### config.mk
export PLATFORM = sky130hd
export DESIGN_NAME = status_top
export DESIGN_NICKNAME = d
export VERILOG_FILES = /design/src/design/sys_info_pkg.sv /design/src/design/bcd_counter.sv /design/src/design/bank_stats.sv /design/src/design/sys_info.sv /design/src/design/status_wb_port.sv /design/src/design/status_top.sv
export SDC_FILE = /design/constraint.sdc
export NUM_CORES = 1
export LEC_CHECK = 0
export ABC_AREA = 1
export CAP_MARGIN = 20
export CORE_ASPECT_RATIO = 0.9
export CORE_MARGIN = 4
export CORE_UTILIZATION = 55
export DETAILED_ROUTE_END_ITERATION = 10
export DONT_BUFFER_PORTS = 1
export PLACE_DENSITY = 0.7
export SLEW_MARGIN = 25
export SYNTH_ARGS = -nofsm -noshare
export SYNTH_HDL_FRONTEND = slang
export SYNTH_SLANG_ARGS = --single-unit
### constraint.sdc
create_clock -name clk -period 7.8 [get_ports clk]
set_input_delay 0 -clock clk [delete_from_list [all_inputs] [get_ports clk]]
set_output_delay 0 -clock clk [all_outputs]
set_load 0.005 [all_outputs]
### src/design/sys_info_pkg.sv
// widths, typedefs, bus structs, bus-port states and status address map of the system-info block.
package sys_info_pkg;

    // ======================================================================
    // widths and plain types
    // ======================================================================
    localparam int ADDR_W = 8;                     // status address width.
    localparam int BYTE_W = 8;                     // the viewer reads one byte at a time.
    localparam int BANKS  = 4;                     // SDRAM banks with a ready strobe.

    typedef logic [ADDR_W-1:0] status_addr_t;      // address into the status map.
    typedef logic [BYTE_W-1:0] status_byte_t;      // one byte of status data.
    typedef logic [15:0]       bcd16_t;            // four packed BCD digits.
    typedef logic [BANKS-1:0]  bank_rdy_t;         // one ready pulse per bank.
    typedef logic [1:0]        status_grp_t;       // group field of the address.

    // ======================================================================
    // address map fields
    // ======================================================================
    localparam int GRP_HI         = 7;             // bits 7 and 6 pick the group.
    localparam int GRP_LO         = 6;
    localparam int FRAME_BYTE_BIT = 0;             // set for the high frame-count byte.
    localparam int BANK_HI        = 1;             // bits 1 and 0 pick the SDRAM bank.
    localparam int BANK_LO        = 0;

    localparam status_grp_t GRP_STATS = 2'd0;      // per-bank ready counts.
    localparam status_grp_t GRP_FRAME = 2'd1;      // BCD frame counter.
    localparam status_grp_t GRP_RATE  = 2'd2;      // BCD sample rate.
    localparam status_grp_t GRP_FLIP  = 2'd3;      // screen flip in bit 0.

    // ======================================================================
    // grouped signals
    // ======================================================================
    // live figures sampled from the running core.
    typedef struct packed {
        logic      lvbl;                           // vertical blank, active low.
        logic      sample;                         // audio sample strobe level.
        logic      run;                            // high while the game is not paused.
        logic      flip;                           // screen flip setting.
        bank_rdy_t bank_rdy;                       // SDRAM ready pulses.
    } sys_sense_t;

    // master side of the Wishbone classic port.
    typedef struct packed {
        logic         cyc;
        logic         stb;
        logic         we;
        status_addr_t adr;
        status_byte_t dat_w;
    } wb_req_t;

    // slave side of the Wishbone classic port.
    typedef struct packed {
        logic         ack;
        status_byte_t dat_r;
    } wb_rsp_t;

    typedef enum logic [1:0] {WB_IDLE, WB_LOOKUP, WB_REPLY} wb_state_t;

endpackage

### src/design/bcd_counter.sv
// multi-digit BCD up-counter with synchronous clear and selectable wrap or saturation.
`timescale 1ns/1ps

module bcd_counter #(
    parameter int DIGITS = 4,                      // number of decimal digits.
    parameter bit WRAP   = 1'b1                    // 1 wraps at all nines, 0 holds there.
) (
    input  logic                clk,
    input  logic                rst,
    input  logic                clr,               // synchronous clear, wins over up.
    input  logic                up,                // count one on this clock.
    output logic [DIGITS*4-1:0] cnt
);

    logic [DIGITS*4-1:0] cnt_nxt;                  // value after one more count.
    logic                carry;                    // decimal carry into the next digit.
    logic                all_nines;                // counter is at its top value.

    // ripple the increment through the digits, lowest first.
    always_comb begin
        cnt_nxt   = cnt;
        carry     = 1'b1;                          // the increment enters digit zero.
        all_nines = 1'b1;
        for (int i = 0; i < DIGITS; i++) begin
            if (cnt[i*4 +: 4] != 4'd9) all_nines = 1'b0;
            if (carry) begin
                if (cnt[i*4 +: 4] == 4'd9) begin
                    cnt_nxt[i*4 +: 4] = 4'd0;      // this digit rolls, carry goes on.
                end else begin
                    cnt_nxt[i*4 +: 4] = cnt[i*4 +: 4] + 4'd1;
                    carry             = 1'b0;
                end
            end
        end
    end

    always_ff @(posedge clk or posedge rst) begin
        if (rst) begin
            cnt <= '0;
        end else if (clr) begin
            cnt <= '0;
        end else if (up && (WRAP || !all_nines)) begin
            cnt <= cnt_nxt;                        // at all nines cnt_nxt is already zero.
        end
    end

    // every digit must stay a valid decimal digit.
    for (genvar d = 0; d < DIGITS; d++) begin : g_digit_chk
        a_digit_range: assert property (
            @(posedge clk) disable iff (rst) cnt[d*4 +: 4] <= 4'd9
        );
    end

endmodule

### src/design/bank_stats.sv
// per-bank SDRAM ready counters, latched once per frame at the start of vertical blank.
`timescale 1ns/1ps

module bank_stats
    import sys_info_pkg::*;
(
    input  logic         clk,
    input  logic         rst,
    input  logic         lvbl,                     // vertical blank, active low.
    input  bank_rdy_t    bank_rdy,                 // one ready pulse per bank.
    input  logic [1:0]   bank_sel,                 // bank shown on stat.
    output status_byte_t stat
);

    localparam status_byte_t CNT_MAX = '1;         // counts saturate at 255.

    status_byte_t cnt  [BANKS];                    // running counts for this frame.
    status_byte_t hold [BANKS];                    // counts of the last full frame.
    logic         lvbl_l;                          // lvbl one clock ago.
    logic         blank_start;                     // lvbl has just fallen.

    // a fall of lvbl marks the end of the active frame.
    assign blank_start = lvbl_l & ~lvbl;

    // ======================================================================
    // counting and frame latch
    // ======================================================================
    always_ff @(posedge clk or posedge rst) begin
        if (rst) begin
            lvbl_l <= 1'b1;                        // idle as active video.
            for (int b = 0; b < BANKS; b++) begin
                cnt[b]  <= '0;
                hold[b] <= '0;
            end
        end else begin
            lvbl_l <= lvbl;
            for (int b = 0; b < BANKS; b++) begin
                if (blank_start) begin
                    hold[b] <= cnt[b];             // publish the finished frame.
                    // a pulse on this very clock belongs to the new frame.
                    cnt[b]  <= status_byte_t'(bank_rdy[b]);
                end else if (bank_rdy[b] && cnt[b] != CNT_MAX) begin
                    cnt[b]  <= cnt[b] + 8'd1;
                end
            end
        end
    end

    // the selected byte goes straight back to the info block.
    assign stat = hold[bank_sel];

    // a full counter has to stay full until the frame latch clears it.
    for (genvar b = 0; b < BANKS; b++) begin : g_sat_chk
        a_no_rollover: assert property (
            @(posedge clk) disable iff (rst)
            (cnt[b] == CNT_MAX && !blank_start) |=> (cnt[b] == CNT_MAX)
        );
    end

endmodule

### src/design/sys_info.sv
// frame counter, windowed sample-rate meter and status byte select.
`timescale 1ns/1ps

module sys_info
    import sys_info_pkg::*;
#(
    parameter int WINDOW_CLKS = 48000              // clocks per sample-rate window.
) (
    input  logic         clk,
    input  logic         rst,
    input  sys_sense_t   sense,                    // live inputs from the core.
    input  status_addr_t st_addr,                  // byte asked for by the bus port.
    output status_byte_t st_dout                   // that byte, one clock later.
);

    localparam int WIN_W = $clog2(WINDOW_CLKS) + 1;

    logic             lvbl_l;                      // lvbl one clock ago.
    logic             sample_l;                    // sample strobe one clock ago.
    logic             frame_up;                    // one pulse per counted frame.
    logic             sample_up;                   // one pulse per sample.
    logic [WIN_W-1:0] win_cnt;                     // position inside the window.
    logic             win_end;                     // last clock of the window.
    bcd16_t           frame_cnt;                   // four BCD digits of frames.
    status_byte_t     scnt;                        // samples so far in this window.
    status_byte_t     srate;                       // samples in the last full window.
    status_byte_t     stats;                       // selected bank count.
    status_grp_t      grp;                         // address group field.

    assign frame_up  = sense.lvbl & ~lvbl_l & sense.run;  // paused frames are not counted.
    assign sample_up = sense.sample & ~sample_l;
    assign win_end   = win_cnt == WIN_W'(WINDOW_CLKS - 1);
    assign grp       = st_addr[GRP_HI:GRP_LO];

    // ======================================================================
    // edge detect and rate window
    // ======================================================================
    always_ff @(posedge clk or posedge rst) begin
        if (rst) begin
            lvbl_l   <= 1'b1;                      // no false edge if lvbl is high out of reset.
            sample_l <= 1'b1;
            win_cnt  <= '0;
            srate    <= '0;
        end else begin
            lvbl_l   <= sense.lvbl;
            sample_l <= sense.sample;
            if (win_end) begin
                win_cnt <= '0;
                srate   <= scnt;                   // the counter clears on this same clock.
            end else begin
                win_cnt <= win_cnt + 1'b1;
            end
        end
    end

    bcd_counter #(.DIGITS(4), .WRAP(1'b1)) u_frame_cnt (
        .clk (clk),
        .rst (rst),
        .clr (1'b0),
        .up  (frame_up),
        .cnt (frame_cnt)
    );

    // two digits that stop at 99 when the rate overflows the display.
    bcd_counter #(.DIGITS(2), .WRAP(1'b0)) u_sample_cnt (
        .clk (clk),
        .rst (rst),
        .clr (win_end),
        .up  (sample_up),
        .cnt (scnt)
    );

    bank_stats u_bank_stats (
        .clk      (clk),
        .rst      (rst),
        .lvbl     (sense.lvbl),
        .bank_rdy (sense.bank_rdy),
        .bank_sel (st_addr[BANK_HI:BANK_LO]),
        .stat     (stats)
    );

    // ======================================================================
    // status byte select
    // ======================================================================
    always_ff @(posedge clk or posedge rst) begin
        if (rst) begin
            st_dout <= '0;
        end else begin
            case (grp)
                GRP_STATS: st_dout <= stats;
                GRP_FRAME: st_dout <= st_addr[FRAME_BYTE_BIT] ? frame_cnt[15:8]
                                                              : frame_cnt[7:0];
                GRP_RATE:  st_dout <= srate;
                GRP_FLIP:  st_dout <= {7'd0, sense.flip};
                default:   st_dout <= '0;
            endcase
        end
    end

endmodule

### src/design/status_wb_port.sv
// Wishbone classic slave that turns bus cycles into status lookups with a fixed-latency ack.
`timescale 1ns/1ps

module status_wb_port
    import sys_info_pkg::*;
(
    input  logic         clk,
    input  logic         rst,
    input  wb_req_t      req,                      // master side of the bus.
    input  status_byte_t st_dout,                  // byte returned by the info block.
    output wb_rsp_t      rsp,                      // slave side of the bus.
    output status_addr_t st_addr                   // address handed to the info block.
);

    wb_state_t    state;
    logic         ack_q;                           // single-clock acknowledge.
    status_byte_t dat_r_q;                         // read data held with ack.

    // ======================================================================
    // bus FSM
    // ======================================================================
    // idle captures the address, lookup waits for the registered byte and
    // reply raises ack for one clock before going back to idle.
    always_ff @(posedge clk or posedge rst) begin
        if (rst) begin
            state   <= WB_IDLE;
            ack_q   <= 1'b0;
            st_addr <= '0;
        end else begin
            case (state)
                WB_IDLE: begin
                    if (req.cyc && req.stb) begin
                        st_addr <= req.adr;        // writes take this path too and change nothing.
                        state   <= WB_LOOKUP;
                    end
                end
                WB_LOOKUP: state <= WB_REPLY;      // info block registers st_dout now.
                WB_REPLY: begin
                    if (ack_q) begin
                        ack_q <= 1'b0;
                        state <= WB_IDLE;
                    end else begin
                        ack_q <= 1'b1;
                    end
                end
                default: state <= WB_IDLE;
            endcase
        end
    end

    // the looked-up byte is captured on the clock that raises ack.
    always_ff @(posedge clk) begin
        if (state == WB_REPLY && !ack_q) dat_r_q <= st_dout;
    end

    assign rsp = '{ack: ack_q, dat_r: dat_r_q};

    a_ack_single: assert property (
        @(posedge clk) disable iff (rst) ack_q |=> !ack_q
    );

    // every ack answers a request seen three edges earlier.
    a_ack_after_req: assert property (
        @(posedge clk) disable iff (rst) $rose(ack_q) |-> $past(req.cyc && req.stb, 3)
    );

endmodule

### src/design/status_top.sv
// top level of the system-info block, joining the Wishbone port and the info block.
`timescale 1ns/1ps

module status_top
    import sys_info_pkg::*;
#(
    parameter int WINDOW_CLKS = 48000              // clocks per sample-rate window.
) (
    input  logic       clk,
    input  logic       rst,                        // asynchronous, active high.
    input  wb_req_t    wb_req,                     // from the debug viewer.
    input  sys_sense_t sense,                      // live figures from the core.
    output wb_rsp_t    wb_rsp                      // back to the debug viewer.
);

    // ======================================================================
    // internal lookup path
    // ======================================================================
    status_addr_t st_addr;                         // address registered by the port.
    status_byte_t st_dout;                         // byte registered by the info block.

    // the bus port owns the handshake and the address register.
    status_wb_port u_wb_port (
        .clk     (clk),
        .rst     (rst),
        .req     (wb_req),
        .st_dout (st_dout),
        .rsp     (wb_rsp),
        .st_addr (st_addr)
    );

    // the info block owns all counters and the byte select.
    sys_info #(
        .WINDOW_CLKS (WINDOW_CLKS)
    ) u_sys_info (
        .clk     (clk),
        .rst     (rst),
        .sense   (sense),
        .st_addr (st_addr),
        .st_dout (st_dout)
    );

endmodule

; Word-level counts from Yosys, hierarchy flattened
; Index checks and enable logic that the tools add are counted.
[classes]
add_sub_neg = 11
mul = 0
div_mod_pow = 0
n_lt_le_gt_ge = 1
n_eq_ne = 20
n_shift = 0
n_mux = 35
n_bitwise = 8
n_reduce_logical = 23
[op_table]
columns = cell, count
row1 = two-way mux 8 bit, 13
row2 = "adder 8 x 1 -> 8 bit, second input constant", 4
row3 = "!= test 8 bit, second input constant", 4
row4 = case mux 8 bit (4 select lines), 1
row5 = two-way mux 4 bit, 7
row6 = "adder 4 x 1 -> 4 bit, second input constant", 6
row7 = "== test 4 bit, second input constant", 6
row8 = "adder 17 x 1 -> 17 bit, second input constant", 1
row9 = "== test 17 x 16 -> 1 bit, second input constant", 1
row10 = two-way mux 17 bit, 1
row11 = binary-select mux 8 bit (select 2 bit), 1
row12 = AND reduction 2 bit, 6
row13 = nonzero test 2 bit, 6
row14 = two-way mux 1 bit, 9
row15 = "!= test 4 bit, second input constant", 2
row16 = logical AND 1 bit, 7
row17 = "== test 2 bit, second input constant", 3
row18 = case mux 2 bit (3 select lines), 1
row19 = AND 1 bit, 4
row20 = "== test 2 x 1 -> 1 bit, second input constant", 2
row21 = zero test 2 bit, 2
row22 = two-way mux 2 bit, 2
row23 = "!= test 2 x 1 -> 1 bit, second input constant", 2
row24 = ">= comparator 3 bit, second input constant", 1
row25 = other kinds (3), 6
[totals]
reg_bits = 142
latch_bits = 0
ramBits = 0
romBits = 0
input_bits = 29
word_cells = 121
n_memories = 0

; Depth between registers and ports, before layout
[logic_depth]
word_depth = 7
mapped_depth = 9

; Modules after synthesis
; A second synthesis with hierarchy kept.
[unflattened]
cells_unflattened = 909
area_unflattened_um2 = 7395.8
[modules_own_cells]
columns = mod, n_inst, cells_per_inst, area_per_inst_um2
row1 = bank_stats, 1, 433, 3333.2
row2 = sys_info, 1, 232, 1840.5
row3 = bcd_counter at u_sys_info.u_frame_cnt, 1, 122, 1002.2
row4 = status_wb_port, 1, 57, 703.2
row5 = bcd_counter at u_sys_info.u_sample_cnt, 1, 65, 516.7

; Worst setup path before layout
; Ideal clock, no wire load.
[synth_timing]
path_type = register -> register
startpoint = reg u_wb_port.ack_q
endpoint = reg u_wb_port.dat_r_q[0] (enable)
setup_time_ns = 0.386
arrival_time_ns = 1.068
required_time_ns = 7.414
setup_slack_ns = 6.346
path_stages_with_launch = 2
path_buffers = 0
period_less_slack_ns = 1.454
path_cell_list = dfrtp_1 > nor3_1
[synth_between]
elab_chain_len = 2
[synth_rtl]
columns = element, line
row1 = start: declaration, status_wb_port.sv:16  ; logic ack_q;
row2 = start signal: assignment, status_wb_port.sv:27  ; ack_q <= 1'b0;
row3 = start signal: assignment, status_wb_port.sv:40  ; ack_q <= 1'b0;
row4 = start signal: assignment, status_wb_port.sv:43  ; ack_q <= 1'b1;
row5 = zero test 1 bit, status_wb_port.sv:53  ; if (state == WB_REPLY && !ack_q) dat_r_q <= st_dout;
row6 = logical AND 1 bit, status_wb_port.sv:53
row7 = end signal: assignment, status_wb_port.sv:53
row8 = end: declaration, status_wb_port.sv:17  ; status_byte_t dat_r_q;
; No other way between the ends.
; A chain may end at the register's enable or synchronous reset.

; Worst setup path in the final report
[layout_timing]
startpoint = reg u_wb_port.state[1]
endpoint = reg u_wb_port.st_addr[6]
[layout_between]
elab_chain_len = 2
[layout_rtl]
columns = element, line
row1 = start: declaration, status_wb_port.sv:15  ; wb_state_t state;
row2 = start signal: assignment, status_wb_port.sv:26  ; state <= WB_IDLE;
row3 = start signal: assignment, status_wb_port.sv:34  ; state <= WB_LOOKUP;
row4 = start signal: assignment, status_wb_port.sv:37  ; WB_LOOKUP: state <= WB_REPLY;
row5 = zero test 2 bit, status_wb_port.sv:30  ; case (state)
row6 = AND reduction 2 bit (no line), n/a
row7 = end signal: assignment, status_wb_port.sv:33  ; st_addr <= req.adr;
row8 = end: declaration, status_wb_port.sv:12  ; output status_addr_t st_addr
; No other way between the ends.

==> qor.txt <==
Total power -> 2.16 mW
Cell area after synthesis -> 6680 um2
Post-route cell area -> 7680 um2
Unique masters post-synth -> 34
Post-synthesis cell count -> 814
DRT iter0 DRCs -> 565
Multi-input logic area -> 2740 um2
CP Launch Type -> flop
Fmax -> 0.367 GHz
Max cap viols -> 0
Worst-path fanout max -> 8
Synthesized area per cell -> 8.20 um2
Syn nets -> 852
Register area -> 3500 um2
Worst Tran Pin Value -> 0.824 ns
Combinational share of power -> 16.1%
Setup crit end kind -> flop
Post-DP HPWL -> 9.51 mm
Sequential cell area fraction in the yosys report -> 52.4%
Setup TNS -> 0 ns
H-tree depth -> 4
GRT Total Usage -> 22.2%
Die width -> 124 um
Synth Register Bits -> 138
CTS sink cnt -> 138
Hold Buf Count CTS -> 23
Setup Buffers After CTS -> 0
Worst VDD drop -> 0.166 mV
Worst EP arrival -> 3.07 ns
I/O pin cnt -> 38
CP max stage cell -> dlygate4sd3_1
Antenna Cells -> 0
Clock-pin slew on the worst setup and hold paths -> 0.06 ns
Starting density of the core -> 57.2%
Sw Pwr -> 0.632 mW
Final period util -> 34.9%
CTS tree -> yes
Layout area overhead -> 15.1%
Remaining antenna violation count -> 0
Nets@finish -> 876
Drt drc -> 0
Vias per cell -> 5.40
Clk_lat worst skew -> 0.42 ns
Buf/Inv on CP -> 5
CP Class -> reg -> reg
Router iterations before antenna repair -> 5
Final Setup Violations -> 0
Tightest Hold Check Type -> in -> async
Height of the die -> 113 um
Critical path's most frequent cell -> dlygate4sd3_1
Die Area -> 14000 um2
Sw frac -> 29.3%
Site row count -> 37
Synth Warn # -> 0
Vias in the first global route -> 5328
Slew margin rel. -> 45.1%
Share of layout cells above drive strength 1 -> 6.23%
Layout Skew -> 0.0110 ns
Global route total overflow -> 0
Clock Tree Buf Depth -> 2
Sequential Power Share -> 43.2%
CP Cell Sequence -> inv_1, nand4_1, dlygate4sd3_1, inv_2, nand2_1, dlygate4sd3_1, o21ai_0, dlygate4sd3_1
CTS root buf -> clkbuf_16
IO buf count -> 0
CORE AREA -> 11700 um2
Total routed wirelength -> 14.3 mm
Leakage power -> 3.68 nW
CTS buffer count -> 17
First-pass GRT wire length -> 24.7 mm
Crit path required time -> 8.15 ns
DP Area -> 6800 um2
Pin count of the biggest net entering global routing -> 82
Post-layout min period -> 2.73 ns
RSZ-0062 raised after global routing -> false
Clock Power Share -> 40.7%
Pwr dens -> 281 nW/um2
Status -> complete, no violations
Quantity of gates resized following cts -> 0
Via Count -> 5440
Initial antenna violation count -> 0
Filler cells -> 956
CP max stage delay -> 0.61 ns
Pint -> 1.53 mW
Placer congestion estimate -> 0.855
Final Hold Fails -> 0
Pins Over Slew Limit -> 0
CP delay by family, top -> buffers and inverters
Drt wl/cell -> 14.2 um
stage by stage:
step	hold slack [ns]	cells	worst slack, ns	util, %
finish	0.156	1007	5.07	65.9
global route	0.142	1007	4.95	65.9
CTS	0.144	1007	5.16	65.8
detailed placement	0.00466	952	5.62	58.3
global placement	-0.00289	952	5.62	58.3
floorplan	0.00448	814	4.33	-
path summary, 6_finish.rpt:
path | startpoint | to | slack [ns] | cells past startpoint
setup / recovery | u_wb_port.state[1] | u_wb_port.st_addr[6] | 5.07 | 8
hold / removal | rst | u_sys_info.u_bank_stats.cnt[6] | 0.16 | 2
setup reg to reg | u_wb_port.state[1] | u_wb_port.st_addr[6] | 5.07 | 8
hold reg to reg | u_sys_info.st_dout[6] | u_wb_port.dat_r_q[6] | 0.42 | 0
max in group asynchronous | rst | u_sys_info.u_bank_stats.hold[17] | 6.51 | 3
min in group clk | sense[6] | u_sys_info.sample_l | 0.16 | 1
cell type report:
type | count | area share (%)
multi-input combinational | 564 | 35.7
clock buffer | 17 | 5.54
inverter | 91 | 4.49
sequential | 138 | 45.5
timing repair buffer | 26 | 3.34
clock inverter | 15 | 2.91
tap | 156 | 2.54
logic make-up after synthesis:
kind of cell             Yosys count  share of synthesized area, %
adder cells (fa/ha/maj)            9                          1.69
AO/OA/AOI/OAI                    120                          9.63
flip-flops                       138                          52.4
buffers and inverters            112                          6.63
XOR/XNOR                          32                          4.20
AND/OR/NAND/NOR                  403                          25.5
layer usage:
metal	wire length, um	up-vias	GRT usage [%]
li1	-	2683	-
met4	202	0	7.01
met2	6790	151	34.1
met1	6540	2587	30.8
met5	0	-	0
met3	735	19	5.94
Yosys cell counts (all sizes together):
library cell  count  area (um2)
nand2           217         825
dfrtp           128        3200
nor2             94         375
inv              90         338
o21ai            89         445
nand3            62         320
xor2             29         254
nand4            19         119
a21oi            14        70.1
o211ai           12        90.1
clkbuf           11        41.3
buf              10        58.8
ha                9         113
edfxtp            8         240
nor3              7        35.0
xnor2             3        26.3
dfstp             2        52.6
o21a              2        15.0
and2              1        6.26
clkinv            1        5.00
nand3b            1        7.51
nor3b             1        7.51
o2111ai           1        8.76
o22ai             1        6.26
o31ai             1        7.51
or2               1        6.26
layout by cell type, fill, tap and decap left out, types with 2 or more instances in the layout:
cell,instances
nor2_1,89
inv_1,86
xor2_1,29
bufinv_16,5
nand4_1,19
nor3_1,6
o21a_1,2
nand2_2,4
nand2_1,213
a21oi_1,14
nor2_4,2
dfrtp_1,128
xnor2_1,3
clkinv_1,2
o21ai_1,11
o211ai_1,12
ha_1,9
buf_4,2
nand3_2,2
nand3_1,60
nor2_2,3
dlygate4sd3_1,23
o21ai_0,78
clkinvlp_4,3
clkinv_4,4
inv_2,3
dfstp_2,2
edfxtp_1,8
clkbuf_16,17
flip-flops by register name (all words and copies together), names as in the netlist, 2 cells and up:
name,cells
u_wb_port.dat_r_q,8
u_wb_port.state,2
u_sys_info.u_frame_cnt.cnt,16
u_wb_port.st_addr,4
u_sys_info.win_cnt,17
u_sys_info.srate,8
u_sys_info.st_dout,8
u_sys_info.u_sample_cnt.cnt,8
u_sys_info.u_bank_stats.hold,32
u_sys_info.u_bank_stats.cnt,32
power groups by stage:
stage / combinational (mW) / clock [mW] / sequential (mW)
after global routing: 0.401 / 0.929 / 0.950
after detailed placement: 0.319 / 0 / 0.944
final: 0.347 / 0.879 / 0.934
after floorplan: 0.277 / 0 / 0.895
after global placement: 0.310 / 0 / 0.939
after CTS: 0.345 / 0.892 / 0.933
Note: power is estimated with default switching activity, not from simulation.
